$ cat src/hw/lda_params.svh
// Canvas limits and coordinate, colour widths for the line-drawing accelerator
`ifndef LDA_PARAMS_SVH
`define LDA_PARAMS_SVH

// Largest valid x and y on the 336 x 211 canvas
`define LDA_W_MAX 9'd335
`define LDA_H_MAX 8'd210

// Coordinate widths
`define LDA_XW 9
`define LDA_YW 8

// Colour width of 3 bits per pixel
`define LDA_CW 3

`endif

$ cat src/hw/lda_pkg.sv
// Command, line setup, pixel and command-kind types shared by the accelerator
`include "lda_params.svh"

package lda_pkg;

    // Host command selector
    typedef enum logic {
        CMD_CLEAR = 1'b0,
        CMD_LINE  = 1'b1
    } cmd_kind_t;

    // Direction of the minor-axis step
    typedef enum logic [1:0] {
        STEP_NONE = 2'd0,
        STEP_UP   = 2'd1,
        STEP_DOWN = 2'd2
    } step_dir_t;

    // Line endpoints as given by the host
    typedef struct packed {
        logic [`LDA_XW-1:0] x0;
        logic [`LDA_YW-1:0] y0;
        logic [`LDA_XW-1:0] x1;
        logic [`LDA_YW-1:0] y1;
        logic [`LDA_CW-1:0] colour;
    } line_cmd_t;

    // Normalized x-major line with ascending major coordinate
    typedef struct packed {
        logic                      steep;
        logic [`LDA_XW-1:0]        maj_start;
        logic [`LDA_XW-1:0]        maj_end;
        logic [`LDA_XW-1:0]        min_start;
        logic [`LDA_XW-1:0]        min_end;
        step_dir_t                 min_dir;
        logic signed [`LDA_XW:0]   d_major;
        logic signed [`LDA_XW:0]   d_minor;
        logic [`LDA_CW-1:0]        colour;
    } line_setup_t;

    // One pixel write
    typedef struct packed {
        logic [`LDA_XW-1:0] x;
        logic [`LDA_YW-1:0] y;
        logic [`LDA_CW-1:0] colour;
    } pixel_t;

endpackage

$ cat src/hw/lda_control.sv
// Command sequencing FSM for the clear and line phases with busy and done
`timescale 1ns/1ns
`include "lda_params.svh"

module lda_control import lda_pkg::*; (
    input  logic      clk,
    input  logic      reset,
    input  logic      i_start,
    input  cmd_kind_t i_kind,
    input  logic      i_clear_done,
    input  logic      i_line_done,
    output logic      o_load,
    output logic      o_data_reset,
    output logic      o_clear_canvas,
    output logic      o_start_draw_line,
    output logic      o_draw_line,
    output logic      o_busy,
    output logic      o_done
);

    typedef enum logic [2:0] {
        IDLE      = 3'd0,
        CLEAR     = 3'd1,
        LINE_INIT = 3'd2,
        LINE      = 3'd3,
        FINISH    = 3'd4
    } state_t;

    state_t state;
    state_t state_next;
    logic   idle;

    assign idle = (state == IDLE);

    always_comb begin
        state_next = state;
        case (state)
            IDLE: begin
                if (i_start) begin
                    state_next = (i_kind == CMD_CLEAR) ? CLEAR : LINE_INIT;
                end
            end
            CLEAR: begin
                if (i_clear_done) begin
                    state_next = FINISH;
                end
            end
            // Setup values are stable here and the stepper loads them
            LINE_INIT: begin
                state_next = LINE;
            end
            LINE: begin
                if (i_line_done) begin
                    state_next = FINISH;
                end
            end
            FINISH: begin
                state_next = IDLE;
            end
            default: begin
                state_next = IDLE;
            end
        endcase
    end

    always_ff @(posedge clk) begin
        if (reset) begin
            state <= IDLE;
        end else begin
            state <= state_next;
        end
    end

    // Start pulses outside idle are dropped here
    assign o_load            = i_start & idle;
    // Datapath counters and flags restart with every accepted command
    assign o_data_reset      = i_start & idle;
    assign o_clear_canvas    = (state == CLEAR);
    assign o_start_draw_line = (state == LINE_INIT);
    assign o_draw_line       = (state == LINE);
    assign o_busy            = ~idle;
    assign o_done            = (state == FINISH);

endmodule

$ cat src/hw/lda_datapath.sv
// Clear scanner, Bresenham stepper and registered pixel output multiplexer
`timescale 1ns/1ns
`include "lda_params.svh"

module lda_datapath import lda_pkg::*; (
    input  logic        clk,
    input  logic        reset,
    input  line_setup_t i_setup,
    input  logic        i_data_reset,
    input  logic        i_clear_canvas,
    input  logic        i_start_draw_line,
    input  logic        i_draw_line,
    output logic        o_clear_done,
    output logic        o_line_done,
    output pixel_t      o_pixel,
    output logic        o_plot
);

    // Clear scanner state
    logic [`LDA_XW-1:0] clear_x;
    logic [`LDA_YW-1:0] clear_y;
    logic               clear_step;
    logic               clear_last;

    // Bresenham stepper state
    logic [`LDA_XW-1:0]      loop_maj;
    logic [`LDA_XW-1:0]      loop_min;
    logic signed [`LDA_XW:0] error;
    logic signed [`LDA_XW:0] error_sum;
    logic                    line_step;

    // Output stage
    pixel_t pixel_next;
    logic   plot_next;

    assign clear_step = i_clear_canvas & ~o_clear_done;
    assign clear_last = (clear_x == `LDA_W_MAX) && (clear_y == `LDA_H_MAX);

    // Raster scan with x fastest
    always_ff @(posedge clk) begin
        if (reset || i_data_reset) begin
            clear_x      <= '0;
            clear_y      <= '0;
            o_clear_done <= 1'b0;
        end else if (clear_step) begin
            if (clear_x == `LDA_W_MAX) begin
                clear_x <= '0;
                clear_y <= clear_y + 1'b1;
            end else begin
                clear_x <= clear_x + 1'b1;
            end
            if (clear_last) begin
                o_clear_done <= 1'b1;
            end
        end
    end

    assign line_step = i_draw_line & ~o_line_done;
    assign error_sum = error + i_setup.d_minor;

    always_ff @(posedge clk) begin
        if (i_start_draw_line) begin
            loop_maj <= i_setup.maj_start;
            loop_min <= i_setup.min_start;
            error    <= -(i_setup.d_major >>> 1);
        end else if (line_step) begin
            loop_maj <= loop_maj + 1'b1;
            if (error_sum > 0) begin
                case (i_setup.min_dir)
                    STEP_UP:   loop_min <= loop_min + 1'b1;
                    STEP_DOWN: loop_min <= loop_min - 1'b1;
                    default:   loop_min <= loop_min;
                endcase
                error <= error_sum - i_setup.d_major;
            end else begin
                error <= error_sum;
            end
        end
    end

    // Done once the end point along the major axis has been issued
    always_ff @(posedge clk) begin
        if (reset || i_data_reset || i_start_draw_line) begin
            o_line_done <= 1'b0;
        end else if (line_step && (loop_maj == i_setup.maj_end)) begin
            o_line_done <= 1'b1;
        end
    end

    always_comb begin
        if (i_clear_canvas) begin
            pixel_next.x      = clear_x;
            pixel_next.y      = clear_y;
            pixel_next.colour = '0;
            plot_next         = clear_step;
        end else begin
            // Undo the axis swap of steep lines
            if (i_setup.steep) begin
                pixel_next.x = loop_min;
                pixel_next.y = loop_maj[`LDA_YW-1:0];
            end else begin
                pixel_next.x = loop_maj;
                pixel_next.y = loop_min[`LDA_YW-1:0];
            end
            pixel_next.colour = i_setup.colour;
            plot_next         = line_step;
        end
    end

    always_ff @(posedge clk) begin
        o_pixel <= pixel_next;
    end

    always_ff @(posedge clk) begin
        if (reset) begin
            o_plot <= 1'b0;
        end else begin
            o_plot <= plot_next;
        end
    end

endmodule

$ cat src/hw/lda_line_setup.sv
// Line command normalization into registered Bresenham setup values
`timescale 1ns/1ns
`include "lda_params.svh"

module lda_line_setup import lda_pkg::*; (
    input  logic        clk,
    input  logic        reset,
    input  logic        i_load,
    input  line_cmd_t   i_cmd,
    output line_setup_t o_setup
);

    logic [`LDA_XW-1:0] abs_dx;
    logic [`LDA_YW-1:0] abs_dy;
    logic               steep;
    // Endpoints after the optional axis swap with a as the major axis
    logic [`LDA_XW-1:0] a0, a1, b0, b1;
    // Endpoints after ordering along the major axis
    logic [`LDA_XW-1:0] maj0, maj1, min0, min1;
    line_setup_t        setup_next;

    always_comb begin
        abs_dx = (i_cmd.x1 >= i_cmd.x0) ? i_cmd.x1 - i_cmd.x0 : i_cmd.x0 - i_cmd.x1;
        abs_dy = (i_cmd.y1 >= i_cmd.y0) ? i_cmd.y1 - i_cmd.y0 : i_cmd.y0 - i_cmd.y1;
        steep  = {1'b0, abs_dy} > abs_dx;

        if (steep) begin
            a0 = {1'b0, i_cmd.y0};
            a1 = {1'b0, i_cmd.y1};
            b0 = i_cmd.x0;
            b1 = i_cmd.x1;
        end else begin
            a0 = i_cmd.x0;
            a1 = i_cmd.x1;
            b0 = {1'b0, i_cmd.y0};
            b1 = {1'b0, i_cmd.y1};
        end

        // Walk the major axis upwards only
        if (a0 > a1) begin
            maj0 = a1;
            maj1 = a0;
            min0 = b1;
            min1 = b0;
        end else begin
            maj0 = a0;
            maj1 = a1;
            min0 = b0;
            min1 = b1;
        end

        setup_next.steep     = steep;
        setup_next.maj_start = maj0;
        setup_next.maj_end   = maj1;
        setup_next.min_start = min0;
        setup_next.min_end   = min1;
        setup_next.d_major   = {1'b0, maj1 - maj0};
        setup_next.d_minor   = (min1 >= min0) ? {1'b0, min1 - min0} : {1'b0, min0 - min1};
        setup_next.colour    = i_cmd.colour;
        if (min1 > min0)
            setup_next.min_dir = STEP_UP;
        else if (min1 < min0)
            setup_next.min_dir = STEP_DOWN;
        else
            setup_next.min_dir = STEP_NONE;
    end

    always_ff @(posedge clk) begin
        if (reset) begin
            o_setup <= '0;
        end else if (i_load) begin
            o_setup <= setup_next;
        end
    end

endmodule

$ cat src/hw/lda_top.sv
// Line-drawing accelerator top level joining setup, control and datapath
`timescale 1ns/1ns
`include "lda_params.svh"

module lda_top import lda_pkg::*; (
    input  logic      clk,
    input  logic      reset,
    input  logic      i_start,
    input  cmd_kind_t i_kind,
    input  line_cmd_t i_cmd,
    output pixel_t    o_pixel,
    output logic      o_plot,
    output logic      o_busy,
    output logic      o_done
);

    line_setup_t setup;
    logic        load;
    logic        data_reset;
    logic        clear_canvas;
    logic        start_draw_line;
    logic        draw_line;
    logic        clear_done;
    logic        line_done;

    lda_line_setup u_setup (
        .clk     (clk),
        .reset   (reset),
        .i_load  (load),
        .i_cmd   (i_cmd),
        .o_setup (setup)
    );

    lda_control u_control (
        .clk               (clk),
        .reset             (reset),
        .i_start           (i_start),
        .i_kind            (i_kind),
        .i_clear_done      (clear_done),
        .i_line_done       (line_done),
        .o_load            (load),
        .o_data_reset      (data_reset),
        .o_clear_canvas    (clear_canvas),
        .o_start_draw_line (start_draw_line),
        .o_draw_line       (draw_line),
        .o_busy            (o_busy),
        .o_done            (o_done)
    );

    lda_datapath u_datapath (
        .clk               (clk),
        .reset             (reset),
        .i_setup           (setup),
        .i_data_reset      (data_reset),
        .i_clear_canvas    (clear_canvas),
        .i_start_draw_line (start_draw_line),
        .i_draw_line       (draw_line),
        .o_clear_done      (clear_done),
        .o_line_done       (line_done),
        .o_pixel           (o_pixel),
        .o_plot            (o_plot)
    );

endmodule

$ cat config.mk
export PLATFORM = sky130hd
export DESIGN_NAME = lda_top
export DESIGN_NICKNAME = d
export VERILOG_FILES = /design/src/hw/lda_pkg.sv /design/src/hw/lda_control.sv /design/src/hw/lda_datapath.sv /design/src/hw/lda_line_setup.sv /design/src/hw/lda_top.sv
export VERILOG_INCLUDE_DIRS = /design/src /design/src/hw
export SDC_FILE = /design/constraint.sdc
export NUM_CORES = 1
export LEC_CHECK = 0
export BUFFER_PORTS_ARGS = -buffer_cell sky130_fd_sc_hd__buf_4
export CAP_MARGIN = 20
export CELL_PAD_IN_SITES_DETAIL_PLACEMENT = 0
export CELL_PAD_IN_SITES_GLOBAL_PLACEMENT = 1
export CORE_MARGIN = 2
export CORE_UTILIZATION = 42
export CTS_CLUSTER_SIZE = 40
export DETAILED_ROUTE_END_ITERATION = 10
export PLACE_DENSITY_LB_ADDON = 0.1
export SLEW_MARGIN = 5
export SYNTH_ARGS = -nofsm -noshare
export SYNTH_HDL_FRONTEND = slang
export SYNTH_SLANG_ARGS = --single-unit
$ cat constraint.sdc
create_clock -name clk -period 10.3 [get_ports clk]
set_input_delay 0.515 -clock clk [delete_from_list [all_inputs] [get_ports clk]]
set_output_delay 0.515 -clock clk [all_outputs]
set_load 0.005 [all_outputs]
==> key figures <==
Place
  • Post-Place Cells: ~1700
  • # port buffers: 63
  • Post-Place Cell Area: approximately 12000 sq um
  • Hpwl dp: ~25000 um
  • Global placement routability congestion: roughly 0.92

Critical path
  • Bufs and invs on worst path: 8
  • Critical-path top delay cell: or4_1
  • Max incr delay on CP: ~0.54 ns
  • Crit path capture type: flop
  • Data arrival, critical path: 10.07 ns
  • Worst-path maximum fanout: 17
  • Most frequent cell on the critical path: a21o_1
  • Critical Path RT: roughly 11 ns
  • Crit path max-delay family: compound AO/OA/AOI/OAI gates
  • Crit path kind: in2reg
  • Worst setup SP type: input pin

Pwr
  • Clock power share: a little over an eighth
  • PD cells: ~380 nW/um^2
  • P_int: roughly 2.6 mW
  • Net Switching: 2.09 mW
  • Comb pwr share: between 70% and 80%
  • Maximum VDD drop: 0.250 mV
  • Switch share: between 40% and 50%
  • Seq pwr share: between 10% and 20%
  • P_leak: between 5 and 6 nW

Global route
  • First-pass GRT wire length: around 48000 um
  • Vias in the first global route: about 9000
  • Grt ovf: 0
  • Total GRT Usage: 24.8%
  • Antenna violations before repair: 0
  • Pin count of the biggest net entering global routing: between 40 and 50

Drt
  • Antenna-violating nets left: 0
  • DRC errors left: 0
  • Drt wl/cell: ~18 um
  • Initial DRC Count: 538
  • Vias: approximately 9100
  • Detailed-route vias per instance: 5.32
  • Pre-antenna DRT Iters: 5
  • WL final: a little over 30000 um

Floorplan
  • FP Rows: 56
  • IO Pins: 64
  • Die height: around 160 um
  • Starting Density: ~43%
  • Area of the die: about 25000 sq um
  • Die extent in x: around 160 um
  • Core Area: between 20000 and 25000 sq um

Finish
  • Layout cells sized above 1: between 10% and 20%
  • # diodes: 0
  • # fillers: 2300
  • Post-Layout Cell Count: 1713
  • Fin area: roughly 12000 sq um
  • Finished Core Util: between 50% and 60%
  • Fin nets: between 1500 and 2000
  • Area Growth Syn to Fin: 23.1%

STA
  • Fin. Hold Viols: 0
  • Setup TNS: 0 ns
  • Fin crit share: a little over nine tenths
  • Worst Hold Margin: 0.307 ns
  • Worst-margin pin slew: around 1.0 ns
  • Final setup violation count: 0
  • Slew Viols, Final: 0
  • Final min period: about 9.8 ns
  • Max Fclk: just over 100 MHz
  • Worst rel slew slack: between 30% and 40%
  • Final Skew: about 0.014 ns

Synthesis
  • Warnings from Yosys: 0
  • Seq/Total Area, Yosys: between 20% and 30%
  • Cells after Synth: approximately 1200
  • Ys flop type: dfxtp_1
  • Synthesized area per cell: roughly 8 sq um
  • Synth Cell Area: around 10000 sq um
  • Synth async-reset ratio: 0%
  • Yosys reg bits: between 100 and 150
  • Synth cell types: between 70 and 80
  • Number of synthesized flops with an enable pin: 28
  • Syn Nets: 1390

Clock network
  • Num CTS Buffers: 17
  • Worst-path clk slew: ~0.060 ns
  • H-tree levels: 4
  • Sink Count: roughly 120
  • CTS tree: done
  • CTS Root Cell: clkbuf_16
  • Worst skew pair latency: about 0.42 ns
  • Maximum clock path buffer count: 2

Job
  • Max Cap Viol: 0

Status
  • Outcome: finished clean

Min path
  • Tightest Hold Check Type: in2reg
## timing repair
action,4_1_cts,5_1_grt
gates resized for setup,0,25
setup endpoints to repair,0,8
setup buffers,0,5
hold buffers,0,0
## worst paths after layout
| kind | startpoint | end | slack [ns] | depth (start not counted) |
|---|---|---|---|---|
| worst max-delay path | i_cmd[3] | u_setup.o_setup[9] | 0.55 | 44 |
| worst min register to register | u_setup.o_setup[0] | u_datapath.o_pixel[0] | 0.47 | 1 |
| worst max register to register | u_datapath.error[0] | u_datapath.error[0] | 6.58 | 14 |
| worst min-delay path | i_cmd[0] | u_setup.o_setup[0] | 0.31 | 2 |
## layer usage
metal	part of all wire [%]	routed length, um	vias to the layer above	track usage (%)
met5	0	0	-	0
met4	2.3	699	0	8.11
met3	2.5	748	39	2.99
met2	49	14800	154	43.4
met1	46	14000	4282	31.8
li1	-	-	4643	-
## synth_stat cells, types with 15 or more instances
cell type	count	area share (%)
o21ai_0	90	4.5
nor2_1	102	3.8
mux2i_1	67	6.7
a21o_1	16	1.2
a21oi_1	94	4.7
nand2_1	142	5.3
buf_2	15	0.75
a211oi_1	21	1.6
ha_1	95	12
nor3_1	17	0.85
nand3_1	20	1.0
edfxtp_1	28	8.4
clkbuf_1	39	1.5
a31oi_1	15	0.94
xnor2_1	47	4.1
dfxtp_1	94	19
xor2_1	36	3.1
inv_1	110	4.1
## layout make-up
| class | count | area [sq um] | area share, % |
|---|---|---|---|
| tap | 319 | 399 | 3.24 |
| clock buffer | 19 | 454 | 3.69 |
| multi-input combinational | 952 | 6790 | 55.1 |
| sequential | 122 | 2720 | 22.1 |
| timing repair buffer | 178 | 1390 | 11.3 |
| inverter | 110 | 413 | 3.35 |
| clock inverter | 13 | 150 | 1.22 |
## cell usage in the layout, fill, tap and decap left out, drive strengths merged, types with 47 or more instances in the layout
| cell type | Yosys | final |
|---|---|---|
| buf | 22 | 178 |
| nand2 | 142 | 142 |
| inv | 110 | 119 |
| mux2i | 68 | 68 |
| xnor2 | 47 | 47 |
| ha | 95 | 95 |
| a21oi | 96 | 96 |
| nor2 | 103 | 103 |
| o21ai | 91 | 91 |
| dfxtp | 94 | 94 |
## per-stage QoR
step,power [mW],worst slack [ns]
after CTS,4.57,0.0413
final,4.70,0.548
after floorplan,2.65,0.0211
after global routing,5.09,-0.114
after detailed placement,3.94,-0.382
after global placement,3.94,-0.173
## registers in the layout, summed over array words and instances (netlist names)
| signal | cells |
|---|---|
| u_datapath.clear_y | 8 |
| u_control.state | 3 |
| u_datapath.error | 10 |
| u_datapath.loop_maj | 9 |
| u_datapath.o_clear_done | 1 |
| u_datapath.clear_x | 9 |
| u_datapath.o_line_done | 1 |
| u_setup.o_setup | 51 |
| u_datapath.loop_min | 9 |
| u_datapath.o_plot | 1 |
| u_datapath.o_pixel | 20 |
## cells by family after synthesis
logic type | Yosys count | share of synthesized area (%)
compound gates | 322 | 20.3
buf+inv | 171 | 6.71
simple gates | 363 | 16.5
fa+ha+maj | 104 | 13.7
mux | 80 | 8.39
flops | 122 | 27.2
xor+xnor | 83 | 7.26
## power groups by stage
stage	clock [mW]	combinational, mW	sequential, mW
3_3_place_gp	0	3.25	0.690
6_report	0.611	3.41	0.682
5_1_grt	0.643	3.75	0.693
3_5_place_dp	0	3.25	0.692
4_1_cts	0.621	3.27	0.682
2_1_floorplan	0	1.99	0.659
No activity file was read; power rests on OpenSTA's default activity.
